### config.mk
export PLATFORM = sky130hd
export DESIGN_NAME = cpu_top
export DESIGN_NICKNAME = d
export VERILOG_FILES = /design/src/hw/cpu_pkg.sv /design/src/hw/alu.sv /design/src/hw/reg_file.sv /design/src/hw/inst_decoder.sv /design/src/hw/id_stage.sv /design/src/hw/exec_stage.sv /design/src/hw/cpu_top.sv
export SDC_FILE = /design/constraint.sdc
export NUM_CORES = 1
export LEC_CHECK = 0
export ABC_CLOCK_PERIOD_IN_PS = 3500
export BUFFER_PORTS_ARGS = -buffer_cell sky130_fd_sc_hd__buf_2
export CORE_ASPECT_RATIO = 0.9
export CORE_MARGIN = 2
export CORE_UTILIZATION = 39
export CTS_CLUSTER_SIZE = 20
export DETAILED_ROUTE_END_ITERATION = 8
export PLACE_DENSITY = 0.58
export SETUP_SLACK_MARGIN = 0.05
export SYNTH_ARGS = -nofsm -noshare
export SYNTH_HDL_FRONTEND = slang
export SYNTH_HIERARCHICAL = 1
export SYNTH_SLANG_ARGS = --single-unit
### constraint.sdc
create_clock -name clk -period 3.5 [get_ports clk]
set_input_delay 0.7 -clock clk [delete_from_list [all_inputs] [get_ports clk]]
set_output_delay 0.7 -clock clk [all_outputs]
set_load 0.02 [all_outputs]
### src/hw/cpu_pkg.sv
package cpu_pkg;

   ////////////////////////////////////////
   // widths
   ////////////////////////////////////////

   localparam int WORD_W     = 16;
   localparam int REG_ADDR_W = 2;
   localparam int NUM_REGS   = 4;

   typedef logic [WORD_W-1:0]     word_t;
   typedef logic [REG_ADDR_W-1:0] reg_addr_t;

   ////////////////////////////////////////
   // instruction fields
   ////////////////////////////////////////

   localparam int OP_HI   = 15;
   localparam int OP_LO   = 12;
   localparam int RS_HI   = 11;
   localparam int RS_LO   = 10;
   localparam int RT_HI   = 9;
   localparam int RT_LO   = 8;
   localparam int RD_HI   = 7;
   localparam int RD_LO   = 6;
   localparam int FUNC_HI = 5;
   localparam int FUNC_LO = 0;
   localparam int IMM_HI  = 7;
   localparam int IMM_LO  = 0;
   localparam int IMM_W   = IMM_HI - IMM_LO + 1;

   // opcodes handled by this core, the rest decode as no-op
   typedef enum logic [3:0] {
      OP_ADI   = 4'h4,
      OP_ORI   = 4'h5,
      OP_LHI   = 4'h6,
      OP_RTYPE = 4'hf
   } opcode_e;

   // r-type function codes
   typedef enum logic [5:0] {
      FN_ADD = 6'd0,
      FN_SUB = 6'd1,
      FN_AND = 6'd2,
      FN_ORR = 6'd3,
      FN_NOT = 6'd4,
      FN_TCP = 6'd5,
      FN_SHL = 6'd6,
      FN_SHR = 6'd7,
      FN_WWD = 6'd28,
      FN_HLT = 6'd29
   } func_e;

   ////////////////////////////////////////
   // execute controls
   ////////////////////////////////////////

   typedef enum logic [3:0] {
      ALU_ADD    = 4'd0,
      ALU_SUB    = 4'd1,
      ALU_AND    = 4'd2,
      ALU_ORR    = 4'd3,
      ALU_NOT    = 4'd4,
      ALU_TCP    = 4'd5,
      ALU_SHL    = 4'd6,
      ALU_SHR    = 4'd7,
      ALU_PASS_B = 4'd8
   } alu_op_e;

   // second alu operand
   typedef enum logic {
      SRC_B_REG = 1'b0,
      SRC_B_IMM = 1'b1
   } src_b_e;

   // value of registers and output port after reset
   localparam word_t RESET_WORD = 16'h0000;

endpackage

### src/hw/alu.sv
`timescale 1ns/1ps

module alu (
   input  cpu_pkg::alu_op_e i_op,
   input  cpu_pkg::word_t   i_a,
   input  cpu_pkg::word_t   i_b,
   output cpu_pkg::word_t   o_result
);
   import cpu_pkg::*;

   always_comb begin
      case (i_op)
         // add and sub wrap, no carry out
         ALU_ADD: o_result = i_a + i_b;
         ALU_SUB: o_result = i_a - i_b;

         // bitwise
         ALU_AND: o_result = i_a & i_b;
         ALU_ORR: o_result = i_a | i_b;

         // unary ops on operand a
         ALU_NOT: o_result = ~i_a;
         ALU_TCP: o_result = ~i_a + word_t'(1);

         // one-bit shifts
         ALU_SHL: o_result = {i_a[WORD_W-2:0], 1'b0};
         // arithmetic, sign bit kept
         ALU_SHR: o_result = {i_a[WORD_W-1], i_a[WORD_W-1:1]};

         // immediate pass for lhi
         ALU_PASS_B: o_result = i_b;

         default: o_result = '0;
      endcase
   end

endmodule

### src/hw/reg_file.sv
`timescale 1ns/1ps

module reg_file (
   input  logic               clk,
   input  logic               reset_n,
   input  cpu_pkg::reg_addr_t i_raddr1,
   input  cpu_pkg::reg_addr_t i_raddr2,
   input  logic               i_we,
   input  cpu_pkg::reg_addr_t i_waddr,
   input  cpu_pkg::word_t     i_wdata,
   output cpu_pkg::word_t     o_rdata1,
   output cpu_pkg::word_t     o_rdata2
);
   import cpu_pkg::*;

   word_t regs [NUM_REGS];

   // single write port, written from write-back
   always_ff @(posedge clk) begin
      if (!reset_n) begin
         for (int i = 0; i < NUM_REGS; i++) begin
            regs[i] <= RESET_WORD;
         end
      end else if (i_we) begin
         regs[i_waddr] <= i_wdata;
      end
   end

   // write-through
   // decode sees the value being written this cycle
   assign o_rdata1 = (i_we && i_waddr == i_raddr1) ? i_wdata : regs[i_raddr1];
   assign o_rdata2 = (i_we && i_waddr == i_raddr2) ? i_wdata : regs[i_raddr2];

endmodule

### src/hw/inst_decoder.sv
`timescale 1ns/1ps

module inst_decoder (
   input  cpu_pkg::opcode_e i_opcode,
   input  cpu_pkg::func_e   i_func,
   output cpu_pkg::alu_op_e o_alu_op,
   output cpu_pkg::src_b_e  o_src_b,
   output logic             o_reg_write,
   output logic             o_dst_is_rd,
   output logic             o_sign_ext,
   output logic             o_lhi,
   output logic             o_wwd,
   output logic             o_hlt
);
   import cpu_pkg::*;

   always_comb begin
      // defaults give a no-op
      o_alu_op    = ALU_ADD;
      o_src_b     = SRC_B_REG;
      o_reg_write = 1'b0;
      o_dst_is_rd = 1'b0;
      o_sign_ext  = 1'b0;
      o_lhi       = 1'b0;
      o_wwd       = 1'b0;
      o_hlt       = 1'b0;

      case (i_opcode)
         // immediate forms all write rt
         OP_ADI: begin
            o_alu_op    = ALU_ADD;
            o_src_b     = SRC_B_IMM;
            o_reg_write = 1'b1;
            o_sign_ext  = 1'b1;
         end
         OP_ORI: begin
            o_alu_op    = ALU_ORR;
            o_src_b     = SRC_B_IMM;
            o_reg_write = 1'b1;
         end
         OP_LHI: begin
            // immediate already shifted up, alu just passes it
            o_alu_op    = ALU_PASS_B;
            o_src_b     = SRC_B_IMM;
            o_reg_write = 1'b1;
            o_lhi       = 1'b1;
         end
         OP_RTYPE: begin
            case (i_func)
               FN_ADD, FN_SUB, FN_AND, FN_ORR,
               FN_NOT, FN_TCP, FN_SHL, FN_SHR: begin
                  // function code and alu op share the low bits
                  o_alu_op    = alu_op_e'({1'b0, i_func[2:0]});
                  o_reg_write = 1'b1;
                  o_dst_is_rd = 1'b1;
               end
               // output port write of rs
               FN_WWD:  o_wwd = 1'b1;
               FN_HLT:  o_hlt = 1'b1;
               default: o_wwd = 1'b0;
            endcase
         end
         // unsupported opcode
         default: o_reg_write = 1'b0;
      endcase
   end

endmodule

### src/hw/id_stage.sv
`timescale 1ns/1ps

module id_stage (
   input  logic               clk,
   input  logic               reset_n,
   input  cpu_pkg::word_t     i_inst,
   input  logic               i_inst_valid,
   input  logic               i_halted,
   input  logic               i_wb_we,
   input  cpu_pkg::reg_addr_t i_wb_addr,
   input  cpu_pkg::word_t     i_wb_data,
   output logic               o_ex_valid,
   output cpu_pkg::alu_op_e   o_ex_alu_op,
   output cpu_pkg::src_b_e    o_ex_src_b,
   output logic               o_ex_reg_write,
   output cpu_pkg::reg_addr_t o_ex_dst,
   output cpu_pkg::reg_addr_t o_ex_rs,
   output cpu_pkg::reg_addr_t o_ex_rt,
   output cpu_pkg::word_t     o_ex_a,
   output cpu_pkg::word_t     o_ex_b,
   output cpu_pkg::word_t     o_ex_imm,
   output logic               o_ex_wwd,
   output logic               o_ex_hlt
);
   import cpu_pkg::*;

   word_t             inst_q;
   logic              inst_valid_q;
   opcode_e           opcode;
   func_e             func;
   reg_addr_t         rs;
   reg_addr_t         rt;
   reg_addr_t         rd;
   logic [IMM_W-1:0]  imm8;
   word_t             imm_ext;
   word_t             rdata1;
   word_t             rdata2;
   alu_op_e           dec_alu_op;
   src_b_e            dec_src_b;
   logic              dec_reg_write;
   logic              dec_dst_is_rd;
   logic              dec_sign_ext;
   logic              dec_lhi;
   logic              dec_wwd;
   logic              dec_hlt;

   ////////////////////////////////////////
   // instruction latch
   ////////////////////////////////////////

   // nothing new is taken once halted
   always_ff @(posedge clk) begin
      if (!reset_n) begin
         inst_valid_q <= 1'b0;
      end else begin
         inst_valid_q <= i_inst_valid && !i_halted;
      end
   end

   always_ff @(posedge clk) begin
      if (i_inst_valid) begin
         inst_q <= i_inst;
      end
   end

   // field split
   assign opcode = opcode_e'(inst_q[OP_HI:OP_LO]);
   assign func   = func_e'(inst_q[FUNC_HI:FUNC_LO]);
   assign rs     = inst_q[RS_HI:RS_LO];
   assign rt     = inst_q[RT_HI:RT_LO];
   assign rd     = inst_q[RD_HI:RD_LO];
   assign imm8   = inst_q[IMM_HI:IMM_LO];

   // adi sign-extends, ori zero-extends, lhi goes to the high byte
   assign imm_ext = dec_lhi      ? {imm8, {(WORD_W-IMM_W){1'b0}}} :
                    dec_sign_ext ? {{(WORD_W-IMM_W){imm8[IMM_W-1]}}, imm8} :
                                   {{(WORD_W-IMM_W){1'b0}}, imm8};

   inst_decoder u_dec (
      .i_opcode    (opcode),
      .i_func      (func),
      .o_alu_op    (dec_alu_op),
      .o_src_b     (dec_src_b),
      .o_reg_write (dec_reg_write),
      .o_dst_is_rd (dec_dst_is_rd),
      .o_sign_ext  (dec_sign_ext),
      .o_lhi       (dec_lhi),
      .o_wwd       (dec_wwd),
      .o_hlt       (dec_hlt)
   );

   // rs on port 1, rt on port 2
   reg_file u_rf (
      .clk      (clk),
      .reset_n  (reset_n),
      .i_raddr1 (rs),
      .i_raddr2 (rt),
      .i_we     (i_wb_we),
      .i_waddr  (i_wb_addr),
      .i_wdata  (i_wb_data),
      .o_rdata1 (rdata1),
      .o_rdata2 (rdata2)
   );

   ////////////////////////////////////////
   // decode to execute
   ////////////////////////////////////////

   // bubble clears valid and enables
   always_ff @(posedge clk) begin
      if (!reset_n) begin
         o_ex_valid     <= 1'b0;
         o_ex_alu_op    <= ALU_ADD;
         o_ex_src_b     <= SRC_B_REG;
         o_ex_reg_write <= 1'b0;
         o_ex_wwd       <= 1'b0;
         o_ex_hlt       <= 1'b0;
      end else begin
         o_ex_valid     <= inst_valid_q;
         o_ex_alu_op    <= dec_alu_op;
         o_ex_src_b     <= dec_src_b;
         o_ex_reg_write <= inst_valid_q && dec_reg_write;
         o_ex_wwd       <= inst_valid_q && dec_wwd;
         o_ex_hlt       <= inst_valid_q && dec_hlt;
      end
   end

   // payload
   always_ff @(posedge clk) begin
      o_ex_dst <= dec_dst_is_rd ? rd : rt;
      o_ex_rs  <= rs;
      o_ex_rt  <= rt;
      o_ex_a   <= rdata1;
      o_ex_b   <= rdata2;
      o_ex_imm <= imm_ext;
   end

endmodule

### src/hw/exec_stage.sv
`timescale 1ns/1ps

module exec_stage (
   input  logic               clk,
   input  logic               reset_n,
   input  logic               i_ex_valid,
   input  cpu_pkg::alu_op_e   i_ex_alu_op,
   input  cpu_pkg::src_b_e    i_ex_src_b,
   input  logic               i_ex_reg_write,
   input  cpu_pkg::reg_addr_t i_ex_dst,
   input  cpu_pkg::reg_addr_t i_ex_rs,
   input  cpu_pkg::reg_addr_t i_ex_rt,
   input  cpu_pkg::word_t     i_ex_a,
   input  cpu_pkg::word_t     i_ex_b,
   input  cpu_pkg::word_t     i_ex_imm,
   input  logic               i_ex_wwd,
   input  logic               i_ex_hlt,
   output logic               o_wb_we,
   output cpu_pkg::reg_addr_t o_wb_addr,
   output cpu_pkg::word_t     o_wb_data,
   output cpu_pkg::word_t     o_output_port,
   output logic               o_output_write,
   output logic               o_halted
);
   import cpu_pkg::*;

   logic      wb_we_q;
   reg_addr_t wb_addr_q;
   word_t     wb_data_q;
   word_t     port_q;
   logic      port_wr_q;
   logic      halted_q;
   logic      ex_live;
   logic      fwd_a_hit;
   logic      fwd_b_hit;
   word_t     opnd_a;
   word_t     opnd_b;
   word_t     alu_b;
   word_t     alu_result;

   // instruction in flight after hlt is dropped here
   assign ex_live = i_ex_valid && !halted_q;

   ////////////////////////////////////////
   // forwarding
   ////////////////////////////////////////

   // only source is the write-back register
   // older results come through the register file
   assign fwd_a_hit = wb_we_q && (wb_addr_q == i_ex_rs);
   assign fwd_b_hit = wb_we_q && (wb_addr_q == i_ex_rt);

   assign opnd_a = fwd_a_hit ? wb_data_q : i_ex_a;
   assign opnd_b = fwd_b_hit ? wb_data_q : i_ex_b;

   // reg or immediate into port b
   assign alu_b = (i_ex_src_b == SRC_B_IMM) ? i_ex_imm : opnd_b;

   alu u_alu (
      .i_op     (i_ex_alu_op),
      .i_a      (opnd_a),
      .i_b      (alu_b),
      .o_result (alu_result)
   );

   ////////////////////////////////////////
   // execute to write-back
   ////////////////////////////////////////

   always_ff @(posedge clk) begin
      if (!reset_n) begin
         wb_we_q   <= 1'b0;
         port_wr_q <= 1'b0;
         port_q    <= RESET_WORD;
         halted_q  <= 1'b0;
      end else begin
         wb_we_q   <= ex_live && i_ex_reg_write;
         port_wr_q <= ex_live && i_ex_wwd;
         // wwd takes rs, forwarded like any operand
         if (ex_live && i_ex_wwd) begin
            port_q <= opnd_a;
         end
         // sticky until reset
         if (ex_live && i_ex_hlt) begin
            halted_q <= 1'b1;
         end
      end
   end

   // result payload, qualified by wb_we_q
   always_ff @(posedge clk) begin
      wb_addr_q <= i_ex_dst;
      wb_data_q <= alu_result;
   end

   assign o_wb_we        = wb_we_q;
   assign o_wb_addr      = wb_addr_q;
   assign o_wb_data      = wb_data_q;
   assign o_output_port  = port_q;
   assign o_output_write = port_wr_q;
   assign o_halted       = halted_q;

endmodule

### src/hw/cpu_top.sv
`timescale 1ns/1ps

module cpu_top (
   input  logic           clk,
   input  logic           reset_n,
   input  cpu_pkg::word_t i_inst,
   input  logic           i_inst_valid,
   output cpu_pkg::word_t o_output_port,
   output logic           o_output_write,
   output logic           o_halted
);
   import cpu_pkg::*;

   ////////////////////////////////////////
   // decode to execute
   ////////////////////////////////////////

   logic      ex_valid;
   alu_op_e   ex_alu_op;
   src_b_e    ex_src_b;
   logic      ex_reg_write;
   reg_addr_t ex_dst;
   reg_addr_t ex_rs;
   reg_addr_t ex_rt;
   word_t     ex_a;
   word_t     ex_b;
   word_t     ex_imm;
   logic      ex_wwd;
   logic      ex_hlt;

   // write-back path to the register file
   logic      wb_we;
   reg_addr_t wb_addr;
   word_t     wb_data;

   id_stage u_id (
      .clk            (clk),
      .reset_n        (reset_n),
      .i_inst         (i_inst),
      .i_inst_valid   (i_inst_valid),
      .i_halted       (o_halted),
      .i_wb_we        (wb_we),
      .i_wb_addr      (wb_addr),
      .i_wb_data      (wb_data),
      .o_ex_valid     (ex_valid),
      .o_ex_alu_op    (ex_alu_op),
      .o_ex_src_b     (ex_src_b),
      .o_ex_reg_write (ex_reg_write),
      .o_ex_dst       (ex_dst),
      .o_ex_rs        (ex_rs),
      .o_ex_rt        (ex_rt),
      .o_ex_a         (ex_a),
      .o_ex_b         (ex_b),
      .o_ex_imm       (ex_imm),
      .o_ex_wwd       (ex_wwd),
      .o_ex_hlt       (ex_hlt)
   );

   exec_stage u_ex (
      .clk            (clk),
      .reset_n        (reset_n),
      .i_ex_valid     (ex_valid),
      .i_ex_alu_op    (ex_alu_op),
      .i_ex_src_b     (ex_src_b),
      .i_ex_reg_write (ex_reg_write),
      .i_ex_dst       (ex_dst),
      .i_ex_rs        (ex_rs),
      .i_ex_rt        (ex_rt),
      .i_ex_a         (ex_a),
      .i_ex_b         (ex_b),
      .i_ex_imm       (ex_imm),
      .i_ex_wwd       (ex_wwd),
      .i_ex_hlt       (ex_hlt),
      .o_wb_we        (wb_we),
      .o_wb_addr      (wb_addr),
      .o_wb_data      (wb_data),
      .o_output_port  (o_output_port),
      .o_output_write (o_output_write),
      .o_halted       (o_halted)
   );

endmodule

==> results of run 1 <==
[registers in the layout, indices dropped and copies added, names as in the netlist, 2 cells and up]
name and count:
u_id/o_ex_b 16, u_ex/o_wb_addr 2, u_id/inst_q 16, u_id/o_ex_dst 2
u_id/o_ex_a 16, u_ex/o_output_port 16, u_id/u_rf/regs 64, u_id/o_ex_rt 2
u_id/o_ex_rs 2, u_ex/o_wb_data 16, u_id/o_ex_alu_op 4, u_id/o_ex_imm 16
[worst max path at each step]
stage                       from                 end  cells after the start  slack [ns]
3_5_place_dp   u_ex/o_wb_addr[1]  u_ex/o_wb_data[14]                     15       -0.07
6_report       u_ex/o_wb_addr[1]  u_ex/o_wb_data[14]                     15       0.004
5_1_grt        u_ex/o_wb_addr[1]  u_ex/o_wb_data[15]                     18       -0.17
4_1_cts          u_id/o_ex_rt[1]  u_ex/o_wb_data[11]                     14        0.03
3_3_place_gp   u_ex/o_wb_addr[1]  u_ex/o_wb_data[11]                     13       -0.04
2_1_floorplan  u_ex/o_wb_addr[1]  u_ex/o_wb_data[14]                     16        0.05
[placed cells by master, fill, tap and decap left out, types with 9 or more instances in the layout]
master	instances
a21oi_1	30
a21oi_2	9
a31oi_1	20
a41oi_1	16
and2_1	57
and3_1	21
buf_2	37
buf_4	103
clkbuf_16	17
dfxtp_1	96
edfxtp_1	80
ha_1	17
inv_1	17
mux2_2	15
mux2_4	20
mux4_1	12
mux4_2	20
nand2_1	67
nand4_1	17
nor2_1	26
nor2b_1	25
nor3_1	12
o21ai_0	46
o31ai_1	24
o31ai_2	12
xnor2_1	18
xor2_1	18
[what timing repair did]
item / in CTS / in global routing
pin swaps: 4 / 20
buffers inserted: 0 / 9
setup endpoints to repair: 5 / 9
endpoints found under the hold margin: 0 / 0
gates resized for setup: 14 / 40
[logic make-up (layout without fill, tap and decap cells)]
family,count (synthesis),count (layout)
compound gates,223,223
xor+xnor,44,44
fa+ha+maj,25,25
buf+inv,79,194
flops,181,181
mux,74,74
simple gates,294,294
[final cells by class]
type / instances / area, sq um / share of cell area [%]
clock buffers: 25 / 475.5 / 3.979
flip-flops and latches: 181 / 4441 / 37.17
clock inverters: 7 / 50.05 / 0.4189
well taps: 342 / 427.9 / 3.582
multi-input cells: 660 / 5461 / 45.71
repair buffers: 144 / 1021 / 8.545
inverters: 18 / 71.32 / 0.5969
[routing by layer]
layer  vias to the layer above  track usage [%]  wire length (microns)
li1                       3708                -                      -
met1                      3819            30.21                  13430
met2                       265            34.23                  13090
met3                        34            3.717                   1551
met4                         0            5.650                    533
met5                         -                0                      0
[critical path, delay by kind of cell (launching register included)]
| kind | cells | cell delay, ns |
|---|---|---|
| AOI/OAI and AO/OA | 6 | 1.41 |
| xor gates and xnor gates | 2 | 0.46 |
| adders and majority gates | 1 | 0.25 |
| buffers and inverters | 1 | 0.14 |
| DFF | 1 | 0.38 |
| muxes | 1 | 0.10 |
| and+or+nand+nor | 4 | 0.64 |
[through the flow]
stage	setup TNS (ns)	util, %
2_1_floorplan	0	-
3_3_place_gp	-0.05475	43.97
3_5_place_dp	-0.1066	43.97
4_1_cts	0	46.31
5_1_grt	-0.7987	47.31
6_report	0	47.31
[power by group]
group          switching, W  total (W)  internal (W)
combinational      0.000751    0.00141      0.000661
sequential         0.000292    0.00269       0.00240
clock              0.000810    0.00176      0.000949
total               0.00185    0.00586       0.00401
==> impl_metrics.env, run 1 <==
export IMPL_fill_cells=2337
export IMPL_synthXorXnorAreaFrac_pct=4.134
export IMPL_cp_required_ns=3.82
export IMPL_powerDensity_nw_per_um2=490.5
export IMPL_start_util_pct=39.78
export IMPL_r2r_cells=15
export IMPL_detail_route_wirelength_mm=28.61
export IMPL_first_iter_violations=830
export IMPL_drive_gt1_share_pct=27.25
export IMPL_leakagePower_nw=4.761
export IMPL_hold_viol=0
export IMPL_grt_max_degree=42
export IMPL_dieHeight_microns=156.3
export IMPL_worstMarginPinSlew_ns=1.222
export IMPL_htreeDepth=4
export IMPL_totalPowerFinal_w=0.005860
export IMPL_synth_top_area_share_pct=23.91
export IMPL_max_freq_mhz=286.0
export IMPL_synthCells=920
export IMPL_post_route_min_period_ns=3.496
export IMPL_finalSetupViolations=0
export IMPL_coreArea_sq_um=25260
export IMPL_min_from="u_id/o_ex_dst[1]"
export IMPL_die_x_microns=173.2
export IMPL_cts_root_buffer="clkbuf_16"
export IMPL_cp_max_fo=6
export IMPL_fin_cells=1377
export IMPL_synth_edf_count=80
export IMPL_crit_chain="xor2_4, buf_6, o31ai_4, a21oi_2, nor3_2, nand3b_1, o31ai_2, xor2_1, ha_2, nand2_2, and3_4, a211o_1, a31oi_2, mux2i_1, a221o_1"
export IMPL_grt_pass1_wl_mm=44.32
export IMPL_ys_top_cells_by_area="edfxtp_1, dfxtp_1, mux4_2"
export IMPL_dp_slack_ns=-0.07071
export IMPL_ys_types=75
export IMPL_drt_vias_per_instance=5.683
export IMPL_max_slew_margin_pct=18.51
export IMPL_synth_common_cells="dfxtp_1, edfxtp_1, nand2_1"
export IMPL_diodes=0
export IMPL_ys_flop_type="dfxtp_1"
export IMPL_synthAdderAreaFrac_pct=3.064
export IMPL_row_count=55
export IMPL_reg2reg_to="u_ex/o_wb_data[14]"
export IMPL_rsz0062_at_grt="yes"
export IMPL_yosys_warnings=6
export IMPL_finClkSkew_ns=0.01712
export IMPL_cts_sinks=181
export IMPL_critPathCaptureType="register"
export IMPL_hold_path_endpoint="u_ex/o_wb_addr[1]"
export IMPL_port_buffers=36
export IMPL_grt_remaining_overflow=0
export IMPL_setup_ws_ns=0.003628
export IMPL_slowest_stage="dfxtp_4"
export IMPL_yosysMostFrequentCell="dfxtp_1"
export IMPL_status="complete, no violations"
export IMPL_min_path_cells=0
export IMPL_grtUsageTotal_pct=21.44
export IMPL_hold_class="reg2reg"
export IMPL_regToRegStartpoint="u_ex/o_wb_addr[1]"
export IMPL_antenna_left=0
export IMPL_cts_hold_buf=0
export IMPL_ys_seq_area_share_pct=44.03
export IMPL_placedCellCount=1336
export IMPL_period_share_pct=99.90
export IMPL_yosys_area_share_simple_pct=16.80
export IMPL_max_vdd_ir_drop_uv=277.0
export IMPL_drtPass1Iterations=9
export IMPL_gp_congestion=0.9191
export IMPL_max_stage_delay_ns=0.38
export IMPL_worst_r2r_setup_slack_ns=0.004
export IMPL_layout_nets=1061
export IMPL_clkSlewWorstSetupHoldPaths_ns=0.07
export IMPL_cp_arrival_ns=3.81
export IMPL_syn_area_per_cell_sq_um=10.92
export IMPL_design_area_sq_um=11950
export IMPL_synth_compound_area_share_pct=14.89
export IMPL_worstSetupStartpointType="register"
export IMPL_synth_top_family_by_area="simple AND/OR/NAND/NOR gates"
export IMPL_synth_top_area_cell="edfxtp_1"
export IMPL_synthMuxAreaShare_pct=12.99
export IMPL_clockBufferDepth=2
export IMPL_syn_nets=959
export IMPL_syn_to_final_growth_pct=18.92
export IMPL_cts_buffers=17
export IMPL_grt_pass1_vias=7598
export IMPL_dpl_cell_area_sq_um=11100
export IMPL_hpwl_mm=20.70
export IMPL_dieArea_sq_um=27060
export IMPL_antenna_found_initial=0
export IMPL_post_drt_wl_per_cell_microns=20.77
export IMPL_hold_ws_ns=0.3478
export IMPL_maxCapViolations=0
export IMPL_slew_violations=0
export IMPL_vias=7826
export IMPL_tritoncts="yes"
export IMPL_ys_ff_latch=181
export IMPL_clk_latency_ns=0.43
export IMPL_io_pins=37
export IMPL_synth_area_sq_um=10050
export IMPL_drc=0
export IMPL_async_flop_share_pct=0
export IMPL_crit_type="reg2reg"
No activity file was read; power rests on OpenSTA's default activity.
==> run 2, diff against run 1 <==
--- a/config.mk
+++ b/config.mk
@@ -7,12 +7,14 @@
 export LEC_CHECK = 0
 export ABC_CLOCK_PERIOD_IN_PS = 3500
 export BUFFER_PORTS_ARGS = -buffer_cell sky130_fd_sc_hd__buf_2
+export CELL_PAD_IN_SITES_DETAIL_PLACEMENT = 1
+export CELL_PAD_IN_SITES_GLOBAL_PLACEMENT = 1
 export CORE_ASPECT_RATIO = 0.9
 export CORE_MARGIN = 2
 export CORE_UTILIZATION = 39
 export CTS_CLUSTER_SIZE = 20
 export DETAILED_ROUTE_END_ITERATION = 8
-export PLACE_DENSITY = 0.58
+export PLACE_DENSITY = 0.69
 export SETUP_SLACK_MARGIN = 0.05
 export SYNTH_ARGS = -nofsm -noshare
 export SYNTH_HDL_FRONTEND = slang
==> impl_metrics.env, run 2 (synthesis gave the netlist of run 1 again) <==
export IMPL_dpl_cell_area_sq_um=11110
export IMPL_seq_area_sq_um=4444
export IMPL_tritoncts="yes"
export IMPL_antenna_left=0
export IMPL_p_clk_share_pct=32.5
export IMPL_powerDensity_nw_per_um2=515.7
export IMPL_die_x_microns=173.2
export IMPL_hold_class="reg2reg"
export IMPL_multiInputGateArea_sq_um=5647
export IMPL_post_route_min_period_ns=3.603
export IMPL_layout_nets=1061
export IMPL_status="finished, violations left"
export IMPL_worstMarginPinSlew_ns=1.152
export IMPL_antenna_found_initial=0
export IMPL_p_sw_w=0.002037
export IMPL_max_vdd_ir_drop_uv=350.9
export IMPL_use_met2_pct=40.44
export IMPL_violations="negative setup slack"
export IMPL_design_area_sq_um=12280
export IMPL_slew_violations=0
export IMPL_max_slew_margin_pct=23.20
export IMPL_p_sw_share_pct=32.18
export IMPL_clkSlewWorstSetupHoldPaths_ns=0.07
export IMPL_grtUsageTotal_pct=23.59
export IMPL_setup_ws_ns=-0.1025
export IMPL_period_share_pct=102.9
export IMPL_largest_reg_flops=64
export IMPL_worstSetupStartpointType="register"
export IMPL_met1_usage_pct=30.97
export IMPL_top_register="u_id/u_rf/regs"
export IMPL_dieHeight_microns=156.3
export IMPL_clk_latency_ns=0.43
export IMPL_first_iter_violations=764
export IMPL_grt_remaining_overflow=0
export IMPL_cp_arrival_ns=3.93
export IMPL_io_pins=37
export IMPL_crit_type="reg2reg"
export IMPL_maxCapViolations=0
export IMPL_syn_to_final_growth_pct=22.18
export IMPL_drtPass1Iterations=7
export IMPL_finalSetupViolations=3
export IMPL_busiest_layer="met2"
export IMPL_hold_ws_ns=0.3377
export IMPL_p_seq_share_pct=42.9
export IMPL_grt_pass1_vias=8356
export IMPL_max_freq_mhz=277.6
export IMPL_htreeDepth=4
export IMPL_detail_route_wirelength_mm=32.58
export IMPL_fill_cells=2733
export IMPL_diodes=0
export IMPL_rsz0062_at_grt="yes"
export IMPL_drt_vias_per_instance=5.898
export IMPL_final_common_cell="buf_4"
export IMPL_cp_required_ns=3.83
export IMPL_combPwrFrac_pct=24.6
export IMPL_cts_buffers=17
export IMPL_cts_root_buffer="clkbuf_16"
export IMPL_vias=8121
export IMPL_grt_max_degree=54
export IMPL_hpwl_mm=22.81
export IMPL_critPathCaptureType="register"
export IMPL_clockBufferDepth=2
export IMPL_gp_congestion=0.8926
export IMPL_cts_hold_buf=0
export IMPL_coreArea_sq_um=25260
export IMPL_port_buffers=36
export IMPL_leakagePower_nw=4.837
export IMPL_hold_viol=0
export IMPL_cp_max_fo=7
export IMPL_drive_gt1_share_pct=30.24
export IMPL_start_util_pct=39.78
export IMPL_p_int_w=0.004294
export IMPL_cts_sinks=181
export IMPL_finClkSkew_ns=0.007895
export IMPL_most_common_layout_cells="buf_4, dfxtp_1, edfxtp_1, nand2_1, and2_1"
export IMPL_grt_use_met3_pct=4.130
export IMPL_grt_pass1_wl_mm=48.73
export IMPL_drc=0
export IMPL_dp_slack_ns=-0.05340
export IMPL_post_drt_wl_per_cell_microns=23.66
export IMPL_dieArea_sq_um=27060
export IMPL_row_count=55
## run 2: changes by cell type in the layout (fill, tap and decap cells not counted), moves of 3 or more
cell / delta
buf_4: -5
o21ai_2: +3
ha_4: +3
ha_1: -4
nand2_2: +4
o31ai_4: +3
bufinv_16: +3
clkbuf_1: -5
inv_8: +3
buf_6: +4
nand2_1: -4
## run 2: per-stage QoR
stage	utilization (%)	TNS (ns)	instances	total power, W
3_3_place_gp	44.01	-0.002431	1334	0.004058
3_5_place_dp	44.01	-0.1458	1334	0.004097
4_1_cts	47.05	0	1369	0.006181
6_report	48.61	-0.1760	1377	0.006331
2_1_floorplan	-	0	920	0.003442
5_1_grt	48.61	-0.8174	1377	0.006568
## run 2: routing by layer
metal	share of wire [%]	vias to the layer above
li1	-	3718
met1	45	4111
met2	49	249
met3	4.5	43
met4	1.9	0
met5	0	-
## run 2: timing repair
action	CTS	global route
pin swaps	3	36
resized for setup	23	72
buffers inserted	3	8
setup endpoints to repair	7	9
## run 2: path summary, 6_finish.rpt
kind / startpoint / depth (start not counted) / slack (ns) / to
setup / recovery: u_ex/o_wb_we / 16 / -0.10 / u_ex/o_wb_data[14]
hold reg to reg: u_id/o_ex_dst[0] / 0 / 0.34 / u_ex/o_wb_addr[0]
setup reg to reg: u_ex/o_wb_we / 16 / -0.10 / u_ex/o_wb_data[14]
hold / removal: u_id/o_ex_dst[0] / 0 / 0.34 / u_ex/o_wb_addr[0]
## run 2: power by group through the flow
stage	registers [W]	logic (W)	clock network (W)
final	0.00272	0.00156	0.00206
after global routing	0.00273	0.00167	0.00217
after CTS	0.00271	0.00140	0.00208
after detailed placement	0.00274	0.00135	0
after global placement	0.00274	0.00132	0
after floorplan	0.00258	0.000862	0
## run 2: cell type report
cell class | count | share of cell area (%)
flip-flops and latches | 181 | 36.20
multi-input cells | 660 | 46.00
clock buffers | 20 | 3.720
clock inverters | 12 | 1.345
inverters | 18 | 0.5810
well taps | 342 | 3.486
repair buffers | 144 | 8.664
## run 2: worst max-delay path, stage by stage (launching register included)
cell        delay (ns)
dfxtp_4           0.38
clkinvlp_4        0.10
buf_12            0.15
o31ai_1           0.28
a21oi_1           0.15
nor3_2            0.15
buf_4             0.14
and4_4            0.25
nor2_1            0.06
xnor2_1           0.14
ha_1              0.41
nand2_2           0.10
and4_1            0.21
a211o_1           0.33
a31oi_2           0.23
mux2i_1           0.11
a221o_1           0.29
